==> src/verilog/icache_defines.svh <==
`ifndef ICACHE_DEFINES_SVH
`define ICACHE_DEFINES_SVH

// physical frame number width, taken straight from the TLB
`define ICACHE_TAG_W 20

// 128 sets
`define ICACHE_INDEX_W 7

// byte offset within a 32-byte line
`define ICACHE_OFFSET_W 5

// associativity
`define ICACHE_WAYS 4

// words per line, also the burst length of a refill
`define ICACHE_LINE_WORDS 8

// derived
`define ICACHE_SETS (1 << `ICACHE_INDEX_W)

`endif
==> src/verilog/icache_pkg.sv <==
`include "icache_defines.svh"

package icache_pkg;

    typedef logic [31:0] word_t;   // instruction / bus data
    typedef logic [31:0] addr_t;   // bus or virtual address

    typedef logic [`ICACHE_TAG_W-1:0]   tag_t;
    typedef logic [`ICACHE_INDEX_W-1:0] set_idx_t;

    typedef logic [$clog2(`ICACHE_LINE_WORDS)-1:0] word_sel_t;  // word in line, also beat no.
    typedef logic [$clog2(`ICACHE_WAYS)-1:0]       way_t;
    typedef logic [`ICACHE_WAYS-1:0]               way_mask_t;
    typedef logic [`ICACHE_WAYS-2:0]               plru_t;      // tree bits of one set

    // cache instruction from the memory stage
    typedef struct packed {
        logic     invalidate;   // index-invalidate
        logic     store_tag;    // index-store-tag
        set_idx_t set;
        way_t     way;
    } cache_op_t;

    // read address channel payload
    typedef struct packed {
        addr_t      addr;
        logic [3:0] len;        // beats minus one
    } rd_req_t;

    typedef enum logic [1:0] {
        IDLE,
        HIT_JUDGE,
        LOAD_LINE,
        UNCACHED
    } ctrl_state_t;

endpackage

==> src/verilog/icache_sdp_ram.sv <==
module icache_sdp_ram #(
    parameter int WIDTH = 32,
    parameter int DEPTH = 128,
    parameter int LANES = 1     // independently writable slices of a row
) (
    input  logic                   clk,
    input  logic [LANES-1:0]       we,
    input  icache_pkg::set_idx_t   waddr,
    input  logic [WIDTH-1:0]       wdata,
    input  logic                   re,
    input  icache_pkg::set_idx_t   raddr,
    output logic [WIDTH-1:0]       rdata
);

    localparam int LANE_W = WIDTH / LANES;

    logic [WIDTH-1:0] mem [DEPTH];

    // write port, one enable per lane
    always_ff @(posedge clk) begin
        for (int l = 0; l < LANES; l++) begin
            if (we[l]) begin
                mem[waddr][l*LANE_W +: LANE_W] <= wdata[l*LANE_W +: LANE_W];
            end
        end
    end

    // registered read, old data on a same-address write
    always_ff @(posedge clk) begin
        if (re) begin
            rdata <= mem[raddr];
        end
    end

endmodule

==> config.mk <==
export PLATFORM = sky130hd
export DESIGN_NAME = icache_sdp_ram
export DESIGN_NICKNAME = d
export VERILOG_FILES = /design/src/verilog/icache_pkg.sv /design/src/verilog/icache_sdp_ram.sv
export VERILOG_INCLUDE_DIRS = /design/src /design/src/verilog
export SDC_FILE = /design/constraint.sdc
export NUM_CORES = 2
export LEC_CHECK = 0
export BUFFER_PORTS_ARGS = -buffer_cell sky130_fd_sc_hd__buf_2
export CAP_MARGIN = 30
export CORE_MARGIN = 2
export CORE_UTILIZATION = 38
export CTS_BUF_LIST = sky130_fd_sc_hd__clkbuf_4 sky130_fd_sc_hd__clkbuf_8
export CTS_CLUSTER_SIZE = 20
export DETAILED_ROUTE_END_ITERATION = 10
export PLACE_DENSITY_LB_ADDON = 0.25
export SYNTH_ARGS = -nofsm -noshare
export SYNTH_HDL_FRONTEND = slang
export SYNTH_SLANG_ARGS = --single-unit
==> constraint.sdc <==
create_clock -name clk -period 9.2 [get_ports clk]
set_input_delay 1.84 -clock clk [delete_from_list [all_inputs] [get_ports clk]]
set_output_delay 1.84 -clock clk [all_outputs]
set_load 0.05 [all_outputs]
==> After elaboration in Yosys (flattened, before gate mapping) <==
Memory sizes are Yosys's and may differ from the RTL's. A register that Yosys moved wholly into a read port is not among the register bits.
Cells that the tools add are included.
{ "classes": {"mux": 2} }
{ "ops": {"columns": ["cell", "n"], "rows": [
  ["1-bit 2-to-1 mux", 2]
]} }
{ "word_totals": {"register_bits": 0, "mem_bits_rw": 4096, "out_inout_bits": 32, "elab_cells": 3, "memories": 1} }
{ "memory_table": {"columns": ["name", "words", "width", "read_ports", "rd_ports_with_merged_regs", "write_ports", "line", "source"], "rows": [
  ["mem", 128, 32, 1, 1, 1, "icache_sdp_ram.sv:17", "logic [WIDTH-1:0] mem [DEPTH];"]
]} }

==> Logic depth before layout (Yosys ltp) <==
{ "depth": {"ltp_word": 2, "ltp_mapped": 8} }

==> Worst setup path after synthesis <==
No wires, ideal clock.
{ "synth_path": {"path_kind": "input -> register", "startpoint": "input we", "endpoint": "memory mem[98][0] (enable)", "setup_ns": 0.461, "t_arrival_ns": 4.618, "required_time_ns": 8.739, "path_slack_ns": 4.121, "cell_stages": 3, "n_path_buf": 1, "cell_sequence": "clkbuf_1 > nand4_1 > nor3_1"} }
{ "synth_between": {"elab_chain_len": 2} }
{ "synth_rtl": {"columns": ["element", "line", "source"], "rows": [
  ["from (decl)", "icache_sdp_ram.sv:7", "input logic [LANES-1:0] we,"],
  ["1-bit 2-to-1 mux", "icache_sdp_ram.sv:22", "if (we[l]) begin"],
  ["1-bit 2-to-1 mux (not written as such)", "icache_sdp_ram.sv:23", "mem[waddr][l*LANE_W +: LANE_W] <= wdata[l*LANE_W +: LANE_W];"],
  ["to (decl)", "icache_sdp_ram.sv:17", null]
]} }
No other way between the ends.

==> impl_metrics.py <==
metrics = {
    "run_status": {
        "status": "complete, no violations",
    },
    "placement": {
        "routabilityCongestion": 0.8050,
        "place_hpwl_um": 234100,
        "place_ws_ns": 3.212,
        "dp.cells": 11440,
        "portBuffers": 80,
    },
    "power": {
        "p_seq_frac": 0.548,
        "pwr-share-comb": 0.055,
        "power.switching_mw": 8.659,
        "power_frac_clock": 0.397,
        "ir_worst_vdd_v": 0.0001444,
        "p_int_mw": 29.44,
        "switching_share": 0.2273,
        "p_leak_nw": 54.41,
        "p_per_area_mw_per_mm2": 213.4,
    },
    "route": {
        "num_vias": 72090,
        "detail-route-antenna-nets": 0,
        "post_drt_wl_per_cell_um": 34.92,
        "drt_iter0_drc": 9846,
        "routed_wl_um": 441200,
        "drt-pass1-iter-count": 5,
        "route.detailed.drc": 0,
        "via_per_inst": 5.705,
    },
    "hold_path": {
        "min_path_type": "in2reg",
        "hold_start": "wdata[6]",
    },
    "floorplanning": {
        "start_util": 0.3821,
        "die_area_mm2": 0.4172,
        "die_w_um": 645.9,
        "die_h_um": 645.9,
        "row_count": 235,
        "fp.coreArea_mm2": 0.4099,
        "ioPinCount": 81,
    },
    "sta": {
        "finalSetupViolCount": 0,
        "fin_hold_ws_ns": 0.8514,
        "fin_skew_ns": 0.08400,
        "relSlewSlack": 0.1717,
        "clock.fmax_mhz": 210.2,
        "layout_min_cycle_time_ns": 4.758,
        "min_period_over_period": 0.5172,
        "fin_ws_ns": 4.442,
        "tns_ns": 0,
        "hold_viol": 0,
        "tightest_slew_ns": 1.242,
        "rsz0062_at_grt": "false",
        "final_max_slew_viol_count": 0,
    },
    "cts": {
        "clockRootBuffer": "clkbuf_8",
        "cts_setup_buffers": 0,
        "path_clk_slew_ns": 0.06,
        "cts_sinks": 4128,
        "htree_num_levels": 6,
        "cts_tree": "yes",
        "clk_latency_ns": 1.23,
        "hold_buffers": 0,
        "cts.path.max_buffers": 4,
        "numCtsBuffers": 652,
        "cts_resized": 0,
    },
    "yosys": {
        "ys_types": 16,
        "yosysSeqAreaShare": 0.7916,
        "syn_area_mm2": 0.1566,
        "ys_warn_count": 0,
        "avgSynthCellArea_um2": 26.14,
        "ys_seq_elements": 4128,
        "syn_inst": 5990,
        "syn_nets": 6039,
    },
    "worst_setup_path": {
        "cp-end-kind": "register",
        "crit_arrival_ns": 5.66,
        "start_kind": "input pin",
        "cp-startpoint": "raddr[2]",
        "crit_fanout": 135,
        "cp.required_ns": 10.11,
        "crit_type": "in2reg",
        "reg2reg_from": "mem[88][23]$_DFFE_PP_",
    },
    "cells_and_area": {
        "final_common_cell": "edfxtp_1",
        "fin_nets": 6700,
        "final_cell_mix": "edfxtp_1, mux4_2, clkbuf_8, clkbuf_4, buf_4",
        "areaGrowthSynthToFinish_pct": 14.04,
        "fin_util": 0.4357,
        "layout-drive-gt1-share": 0.3984,
        "fin_cells": 12640,
    },
    "global_route": {
        "grt_pass1_vias": 74120,
        "grt_max_degree": 136,
        "grt_use_total": 0.2101,
        "gr-total-overflow": 0,
        "antenna_found_initial": 81,
        "grt_pass1_wl_um": 605300,
    },
    "flow_run": {
        "maxCapViolations": 0,
    },
}
-- cell type report --
type                       instances  area (µm²)
clock buffer                     899       10860
antenna                           55       137.6
fill                           34490      231300
clock inverter                   233        1584
tap                             5451        6820
sequential                      4128      124000
timing repair buffer             323        2934
multi-input combinational       1546       32290
-- per-layer routing --
layer,global-route usage,up-vias,share of wire
met5,0,-,0.00017
met4,0.07217,10,0.032
met3,0.04078,610,0.085
met2,0.3485,3433,0.50
met1,0.2786,40160,0.38
li1,-,27870,-
-- power groups by stage --
stage	registers (mW)	logic [mW]	clock network, mW
after floorplan	21.3	1.00	0
after global placement	21.3	2.07	0
after detailed placement	21.3	2.11	0
after CTS	20.9	2.11	15.4
after global routing	20.9	2.17	16.2
final	20.9	2.09	15.1
-- critical path, cell delays in order --
cell and delay (ns):
buf_8 0.57, buf_12 0.48, mux4_2 0.43, mux4_2 0.65, mux4_2 0.66, mux2_2 0.32
-- flip-flops by register name (all words and copies together) (netlist names) --
signal and flops:
mem 4096, rdata 32
-- logic make-up after synthesis --
kind of cell  count (synthesis)  share of synthesized area
mux                        1376                     0.1956
flops                      4128                     0.7916
simple gates                170                   0.004450
buf+inv                     316                   0.008373
-- per-stage QoR --
stage | instance area (µm²) | power (mW)
floorplan | 156600 | 22.27
global placement | 165600 | 23.33
detailed placement | 165800 | 23.37
CTS | 178200 | 38.43
global route | 178500 | 39.24
finish | 178600 | 38.10
-- cell usage after synthesis --
cell type | number | area, µm²
buf_6 | 2 | 22.52
nand4_1 | 3 | 18.77
edfxtp_1 | 4128 | 124000
nand3_1 | 12 | 60.06
nand2b_1 | 2 | 12.51
nor2_1 | 122 | 457.9
or3_1 | 1 | 6.260
nand2_1 | 14 | 52.55
clkbuf_1 | 182 | 683.2
buf_4 | 3 | 22.52
mux2_2 | 32 | 360.4
mux4_2 | 1344 | 30270
nor2b_1 | 7 | 43.79
buf_2 | 79 | 395.4
nor3_1 | 9 | 45.04
buf_1 | 50 | 187.7
-- worst paths after layout --
kind,endpoint,slack [ns],cells after the start
worst max-delay path,rdata[23]$_DFFE_PP_,4.44,6
worst min-delay path,mem[40][6]$_DFFE_PP_,0.85,1
worst max register to register,rdata[23]$_DFFE_PP_,6.40,4
worst min register to register,rdata[12]$_DFFE_PP_,1.24,4
(Power assumes the default switching activity.)
