==> src/verilog/icache_defines.svh <==
`ifndef ICACHE_DEFINES_SVH
`define ICACHE_DEFINES_SVH

// physical frame number width, taken straight from the TLB
`define ICACHE_TAG_W 20

// 128 sets
`define ICACHE_INDEX_W 7

// byte offset within a 32-byte line
`define ICACHE_OFFSET_W 5

// associativity
`define ICACHE_WAYS 4

// words per line, also the burst length of a refill
`define ICACHE_LINE_WORDS 8

// derived
`define ICACHE_SETS (1 << `ICACHE_INDEX_W)

`endif
==> src/verilog/icache_pkg.sv <==
`include "icache_defines.svh"

package icache_pkg;

    typedef logic [31:0] word_t;   // instruction / bus data
    typedef logic [31:0] addr_t;   // bus or virtual address

    typedef logic [`ICACHE_TAG_W-1:0]   tag_t;
    typedef logic [`ICACHE_INDEX_W-1:0] set_idx_t;

    typedef logic [$clog2(`ICACHE_LINE_WORDS)-1:0] word_sel_t;  // word in line, also beat no.
    typedef logic [$clog2(`ICACHE_WAYS)-1:0]       way_t;
    typedef logic [`ICACHE_WAYS-1:0]               way_mask_t;
    typedef logic [`ICACHE_WAYS-2:0]               plru_t;      // tree bits of one set

    // cache instruction from the memory stage
    typedef struct packed {
        logic     invalidate;   // index-invalidate
        logic     store_tag;    // index-store-tag
        set_idx_t set;
        way_t     way;
    } cache_op_t;

    // read address channel payload
    typedef struct packed {
        addr_t      addr;
        logic [3:0] len;        // beats minus one
    } rd_req_t;

    typedef enum logic [1:0] {
        IDLE,
        HIT_JUDGE,
        LOAD_LINE,
        UNCACHED
    } ctrl_state_t;

endpackage

==> src/verilog/icache_refill.sv <==
`include "icache_defines.svh"

module icache_refill (
    input  logic                          clk,
    input  logic                          rst,
    input  logic                          start,
    input  logic                          uncached,
    input  icache_pkg::addr_t             req_addr,
    input  icache_pkg::word_sel_t         req_word,
    output icache_pkg::rd_req_t           ar,
    output logic                          arvalid,
    input  logic                          arready,
    input  icache_pkg::word_t             rdata,
    input  logic                          rvalid,
    input  logic                          rlast,
    output logic                          rready,
    output logic [`ICACHE_LINE_WORDS-1:0] bank_we,
    output icache_pkg::word_t             fill_data,
    output logic                          done,
    output icache_pkg::word_t             saved_word
);

    import icache_pkg::*;

    logic      read_req_q;  // transaction open
    logic      addr_rcv_q;  // address handshake done
    logic      uncached_q;
    word_sel_t cnt_q;       // beat number
    word_sel_t req_word_q;
    rd_req_t   ar_q;
    word_t     saved_q;
    logic      beat;

    assign arvalid = read_req_q & ~addr_rcv_q;
    assign rready  = addr_rcv_q;
    assign ar      = ar_q;

    assign beat = rvalid & rready;
    assign done = beat & rlast;

    assign fill_data  = rdata;
    assign saved_word = saved_q;

    always_ff @(posedge clk) begin
        if (rst) begin
            read_req_q <= 1'b0;
            addr_rcv_q <= 1'b0;
            uncached_q <= 1'b0;
            cnt_q      <= '0;
        end else begin
            if (start) begin
                read_req_q <= 1'b1;
                uncached_q <= uncached;
            end else if (done) begin
                read_req_q <= 1'b0;
            end

            if (arvalid && arready) begin
                addr_rcv_q <= 1'b1;
            end else if (done) begin
                addr_rcv_q <= 1'b0;
            end

            if (done) begin
                cnt_q <= '0;
            end else if (beat) begin
                cnt_q <= cnt_q + 1'b1;
            end
        end
    end

    // request payload latched once so ar stays put while waiting
    always_ff @(posedge clk) begin
        if (start) begin
            ar_q.addr  <= uncached ? req_addr
                                   : {req_addr[31:`ICACHE_OFFSET_W], {`ICACHE_OFFSET_W{1'b0}}};
            ar_q.len   <= uncached ? 4'd0 : 4'(`ICACHE_LINE_WORDS - 1);
            req_word_q <= req_word;
        end
        if (beat && (uncached_q || cnt_q == req_word_q)) begin
            saved_q <= rdata;   // the word the fetch stage waits for
        end
    end

    // one word strobe per beat, cached fills only
    always_comb begin
        bank_we = '0;
        if (beat && !uncached_q) begin
            bank_we[cnt_q] = 1'b1;
        end
    end

    property p_ar_held;
        @(posedge clk) disable iff (rst)
        arvalid && !arready |=> arvalid && $stable(ar);
    endproperty

    a_ar_held: assert property (p_ar_held)
        else $error("arvalid dropped or ar changed before arready");

endmodule

==> config.mk <==
export PLATFORM = sky130hd
export DESIGN_NAME = icache_refill
export DESIGN_NICKNAME = d
export VERILOG_FILES = /design/src/verilog/icache_pkg.sv /design/src/verilog/icache_refill.sv
export VERILOG_INCLUDE_DIRS = /design/src /design/src/verilog
export SDC_FILE = /design/constraint.sdc
export NUM_CORES = 1
export LEC_CHECK = 0
export BUFFER_PORTS_ARGS = -buffer_cell sky130_fd_sc_hd__buf_2
export CORE_MARGIN = 1.5
export CORE_UTILIZATION = 40
export CTS_CLUSTER_DIAMETER = 200
export CTS_CLUSTER_SIZE = 8
export DETAILED_ROUTE_END_ITERATION = 8
export PLACE_DENSITY_LB_ADDON = 0.12
export SLEW_MARGIN = 10
export SYNTH_ARGS = -nofsm -noshare
export SYNTH_HDL_FRONTEND = slang
export SYNTH_SLANG_ARGS = --single-unit
==> constraint.sdc <==
create_clock -name clk -period 2.9 [get_ports clk]
set_input_delay 0.435 -clock clk [delete_from_list [all_inputs] [get_ports clk]]
set_output_delay 0.435 -clock clk [all_outputs]
set_load 0.01 [all_outputs]
# Yosys cells after proc, flatten, opt, wreduce, memory -nomap -nowiden
# Index checks and enable logic that the tools add are counted.
# op_classes
addsub	1
magnitude_cmp	2
eq_ne	1
muxes	7
n_bitwise	4
reduce_logical	9
# ops
cell	count
two-way mux 8 bit	1
logical AND 1 bit	4
less-than comparator 3 x 4 -> 1 bit (second input constant)	1
two-way mux 1 bit	4
nonzero test 2 bit	2
adder 3 x 1 -> 3 bit (second input constant)	1
AND 1 bit	3
demux 1 bit (select 3 bit)	1
== test 3 bit	1
>= comparator 3 x 1 -> 1 bit (second input constant)	1
two-way mux 3 bit	1
OR reduction 2 bit	1
zero test 1 bit	1
logical OR 1 bit	1
inverter 1 bit	1
# totals
regBits	77
out_inout_bits	111

# Longest topological paths before layout
# depth
word_depth	5
ltp_mapped	4
mapped_depth_nobuf	4

# Worst setup path after synthesis
# OpenSTA, ideal clock, no wires.
# synth_timing
path_type	reg-to-reg
from	reg cnt_q[0]
to	reg saved_q[0] (netlist: saved_word[0]) (enable)
arrival_time_ns	2.154
required_time_ns	2.479
setup_slack_ns	0.325
stages_incl_launch_ff	5
path_buffers	1
synth_period_minus_slack_ns	2.575
cell_sequence	dfxtp_1 > clkbuf_1 > xnor2_1 > a31oi_1 > nor2_1
# synth_between
elab_chain_cells	3
# synth_lines
element	line	source
start, declared	icache_refill.sv:28	word_sel_t cnt_q;
start signal, assigned	icache_refill.sv:67	cnt_q <= cnt_q + 1'b1;
== test 3 bit	icache_refill.sv:80	if (beat && (uncached_q || cnt_q == req_word_q)) begin
logical OR 1 bit	icache_refill.sv:80	
logical AND 1 bit	icache_refill.sv:80	
end signal, assigned	icache_refill.sv:81	saved_q <= rdata;
end, declared	icache_refill.sv:31	word_t saved_q;
# No other way between the ends.
# A chain may end at the register's enable or synchronous reset.

# Worst setup path after layout
# layout_timing
from	reg cnt_q[2]
to	out bank_we[4]
# layout_between
elab_chain_cells	5
# layout_lines
element	line	source
less-than comparator 3 x 4 -> 1 bit (not written as such) or >= comparator 3 x 1 -> 1 bit (tied branches)	icache_refill.sv:89	bank_we[cnt_q] = 1'b1;
logical AND 1 bit (not written as such)	icache_refill.sv:89	
two-way mux 1 bit (not written as such)	icache_refill.sv:89	
demux 1 bit (select 3 bit) *	icache_refill.sv:89	
two-way mux 8 bit *	icache_refill.sv:88	if (beat && !uncached_q) begin
end, declared	icache_refill.sv:17	output logic [`ICACHE_LINE_WORDS-1:0] bank_we,
# Mark *: on every way between the ends. The rest lies on a longest branch, timed or not.

==> metrics.cfg <==
[run_status]
outcome = finished, violations left
violations = DRC

[die]
die_height_um = 85.18
core-area_um2 = 6422
num_rows = 29
ios = 185
die_x_um = 85.18
die-area_um2 = 7256
start_util_pct = 42.06

[detailed_routing]
first_pass_iters = 6
num_vias = 1788
vias_per_cell = 4.492
wl_um = 5728
ant_nets = 0
wl_per_cell_um = 14.39
route.detailed.drc = 14
drt_iter0_drc = 64

[clock_network]
cts_resized = 0
hold_buffers = 0
postCtsSetupRepairBufs = 0
clk_pin_slew_ps = 70
cts_made_buffers = 9
cts_root_buffer = clkbuf_8
cts_tree = built
clkLatencyLatePin_ps = 330
clockBufferDepth = 2
cts_sinks = 74
ctsHtreeMaxLevel = 3

[worst_setup_path]
worstSetupPathType = flop to output pin
cpPeakStageDelay_ps = 500
critical_path_buf_inv_count = 1
cp-startpoint = cnt_q[2]
path_delay_family = simple AND/OR/NAND/NOR gates
crit_required_ps = 2470
crit_slowest_cell = or3b_2
worstPathMaxFanout = 7
start_kind = flop
end_kind = output pin
crit_chain = or3b_2 -> nor3_1 -> buf_2
reg2reg_from = cnt_q[0]
critPathArrivalTime_ps = 1550

[global_routing]
track_usage_pct = 15.72
antenna_found_initial = 0
grt_pass1_wl_um = 8300
grt_overflow = 0
grt_pass1_vias = 1661
grt_max_degree = 39

[timing]
tightest_slew_ps = 838.1
rsz0062_at_grt = false
finalCriticalPeriod_ps = 1985
drv_slew = 0
max_freq_mhz = 503.8
finClkSkew_ps = 6.224
max_slew_margin_pct = 44.13
period_share_pct = 68.44
hold_viol = 0
finalSetupViolCount = 0
fin_setup_tns_ps = 0

[synthesis]
synth.net_count = 232
synth_top_area_share_pct = 75.59
syn_area_um2 = 2701
avgSynthCellArea_um2 = 17.21
yosysUniqueCellTypes = 25
synthTopCellsByArea = edfxtp_1 (76%), buf_4 (9.7%), dfxtp_1 (4.4%)
ys_ff_latch = 74
yosys.area.top_type = edfxtp_1
synth_edf_count = 68
synth_top_flop_cell = edfxtp_1
synth_async_sr_flop_share_pct = 0
yosysMostFrequentCell = edfxtp_1
seq_area_frac_synth_pct = 80.04
ys_warn_count = 0
synth_common_cells = edfxtp_1 (68), buf_4 (35), nor2_1 (10), dfxtp_1 (6)
synthCells = 157

[power_and_ir_drop]
finalPower_uw = 2172
leakagePower_uw = 0.001618
power_density_nw_per_um2 = 596.4
ir_drop_mv = 0.2749

[place]
io_buffers = 183
hpwl_um = 4325
gp_congestion = 0.7930

[final_layout]
syn2layout_area_growth_pct = 34.83
drive_gt1_share_pct = 62.31
multiInputGateArea_um2 = 267.8
seq_area_um2 = 2162
utilization_pct = 56.71
fin_nets = 391
nFillCells = 531
antenna_cells = 0

[worst_hold_path]
worstHoldStart = req_addr[7]
hold_path.class = input port to flop

[run]
cap_violations = 0

==> layout by cell type, fill, tap and decap left out, types with 2 or more instances in the layout <==
master	count
buf_2	183
clkinv_1	2
clkbuf_8	9
a21oi_1	5
nand2_1	2
and2_1	5
nand3_1	2
dfxtp_1	6
clkinvlp_4	2
nor3_1	5
nor2_1	9
edfxtp_1	68
xnor2_1	3
inv_1	2
==> metal layers <==
metal	track usage (%)	wire length, µm
met3	4.961	457
met4	8.793	127
met1	17.31	2142
met2	26.91	3000
met5	0	0
==> metrics by stage <==
| stage | area (µm²) | hold slack, ps | std cells | setup slack [ps] |
|---|---|---|---|---|
| floorplan | 2701 | 467.3 | 157 | 324.7 |
| global placement | 3457 | 502.2 | 382 | 1299 |
| detailed placement | 3457 | 529.5 | 382 | 1268 |
| CTS | 3642 | 251.4 | 398 | 882.5 |
| global route | 3642 | 238.4 | 398 | 801.1 |
| finish | 3642 | 271.5 | 398 | 915.3 |
==> final cells by class <==
class / count / share of cell area, %
well taps: 77 / 2.645
clock inverters: 6 / 1.580
inverters: 2 / 0.2061
multi-input cells: 45 / 7.351
repair buffers: 184 / 25.35
clock buffers: 10 / 3.504
flip-flops and latches: 74 / 59.36
==> worst reg2reg max path: cells and delay by family (launching register included) <==
kind,cells,cell delay (ps)
simple gates,1,80
flops,1,510
buf+inv,1,370
compound gates,1,120
xor+xnor,1,180
==> sequential cells by signal, summed over array words and instances (netlist names) <==
register / flops
read_req_q: 1
req_word_q: 3
saved_word: 32
uncached_q: 1
cnt_q: 3
ar: 33
rready: 1
==> power by group <==
group	internal (µW)	switching, µW
registers	1220	15.6
logic	89.2	103
clock network	390	356
total	1700	475
==> path summary, 6_finish.rpt <==
check	end	cells past startpoint	slack, ps
worst min-delay path	ar[11]	1	270
worst min register to register	read_req_q	2	530
worst max register to register	saved_word[31]	4	1280
worst max-delay path	bank_we[4]	3	920
==> logic make-up after synthesis <==
logic type | Yosys count | share of synthesized area (%)
adder cells (fa/ha/maj) | 1 | 0.4631
buffers and inverters | 38 | 10.14
XOR/XNOR | 3 | 0.9729
AND/OR/NAND/NOR | 32 | 6.532
other | 1 | 0.1388
multiplexers | 1 | 0.3706
AO/OA/AOI/OAI | 7 | 1.343
flip-flops | 74 | 80.04
(Power assumes the default switching activity.)
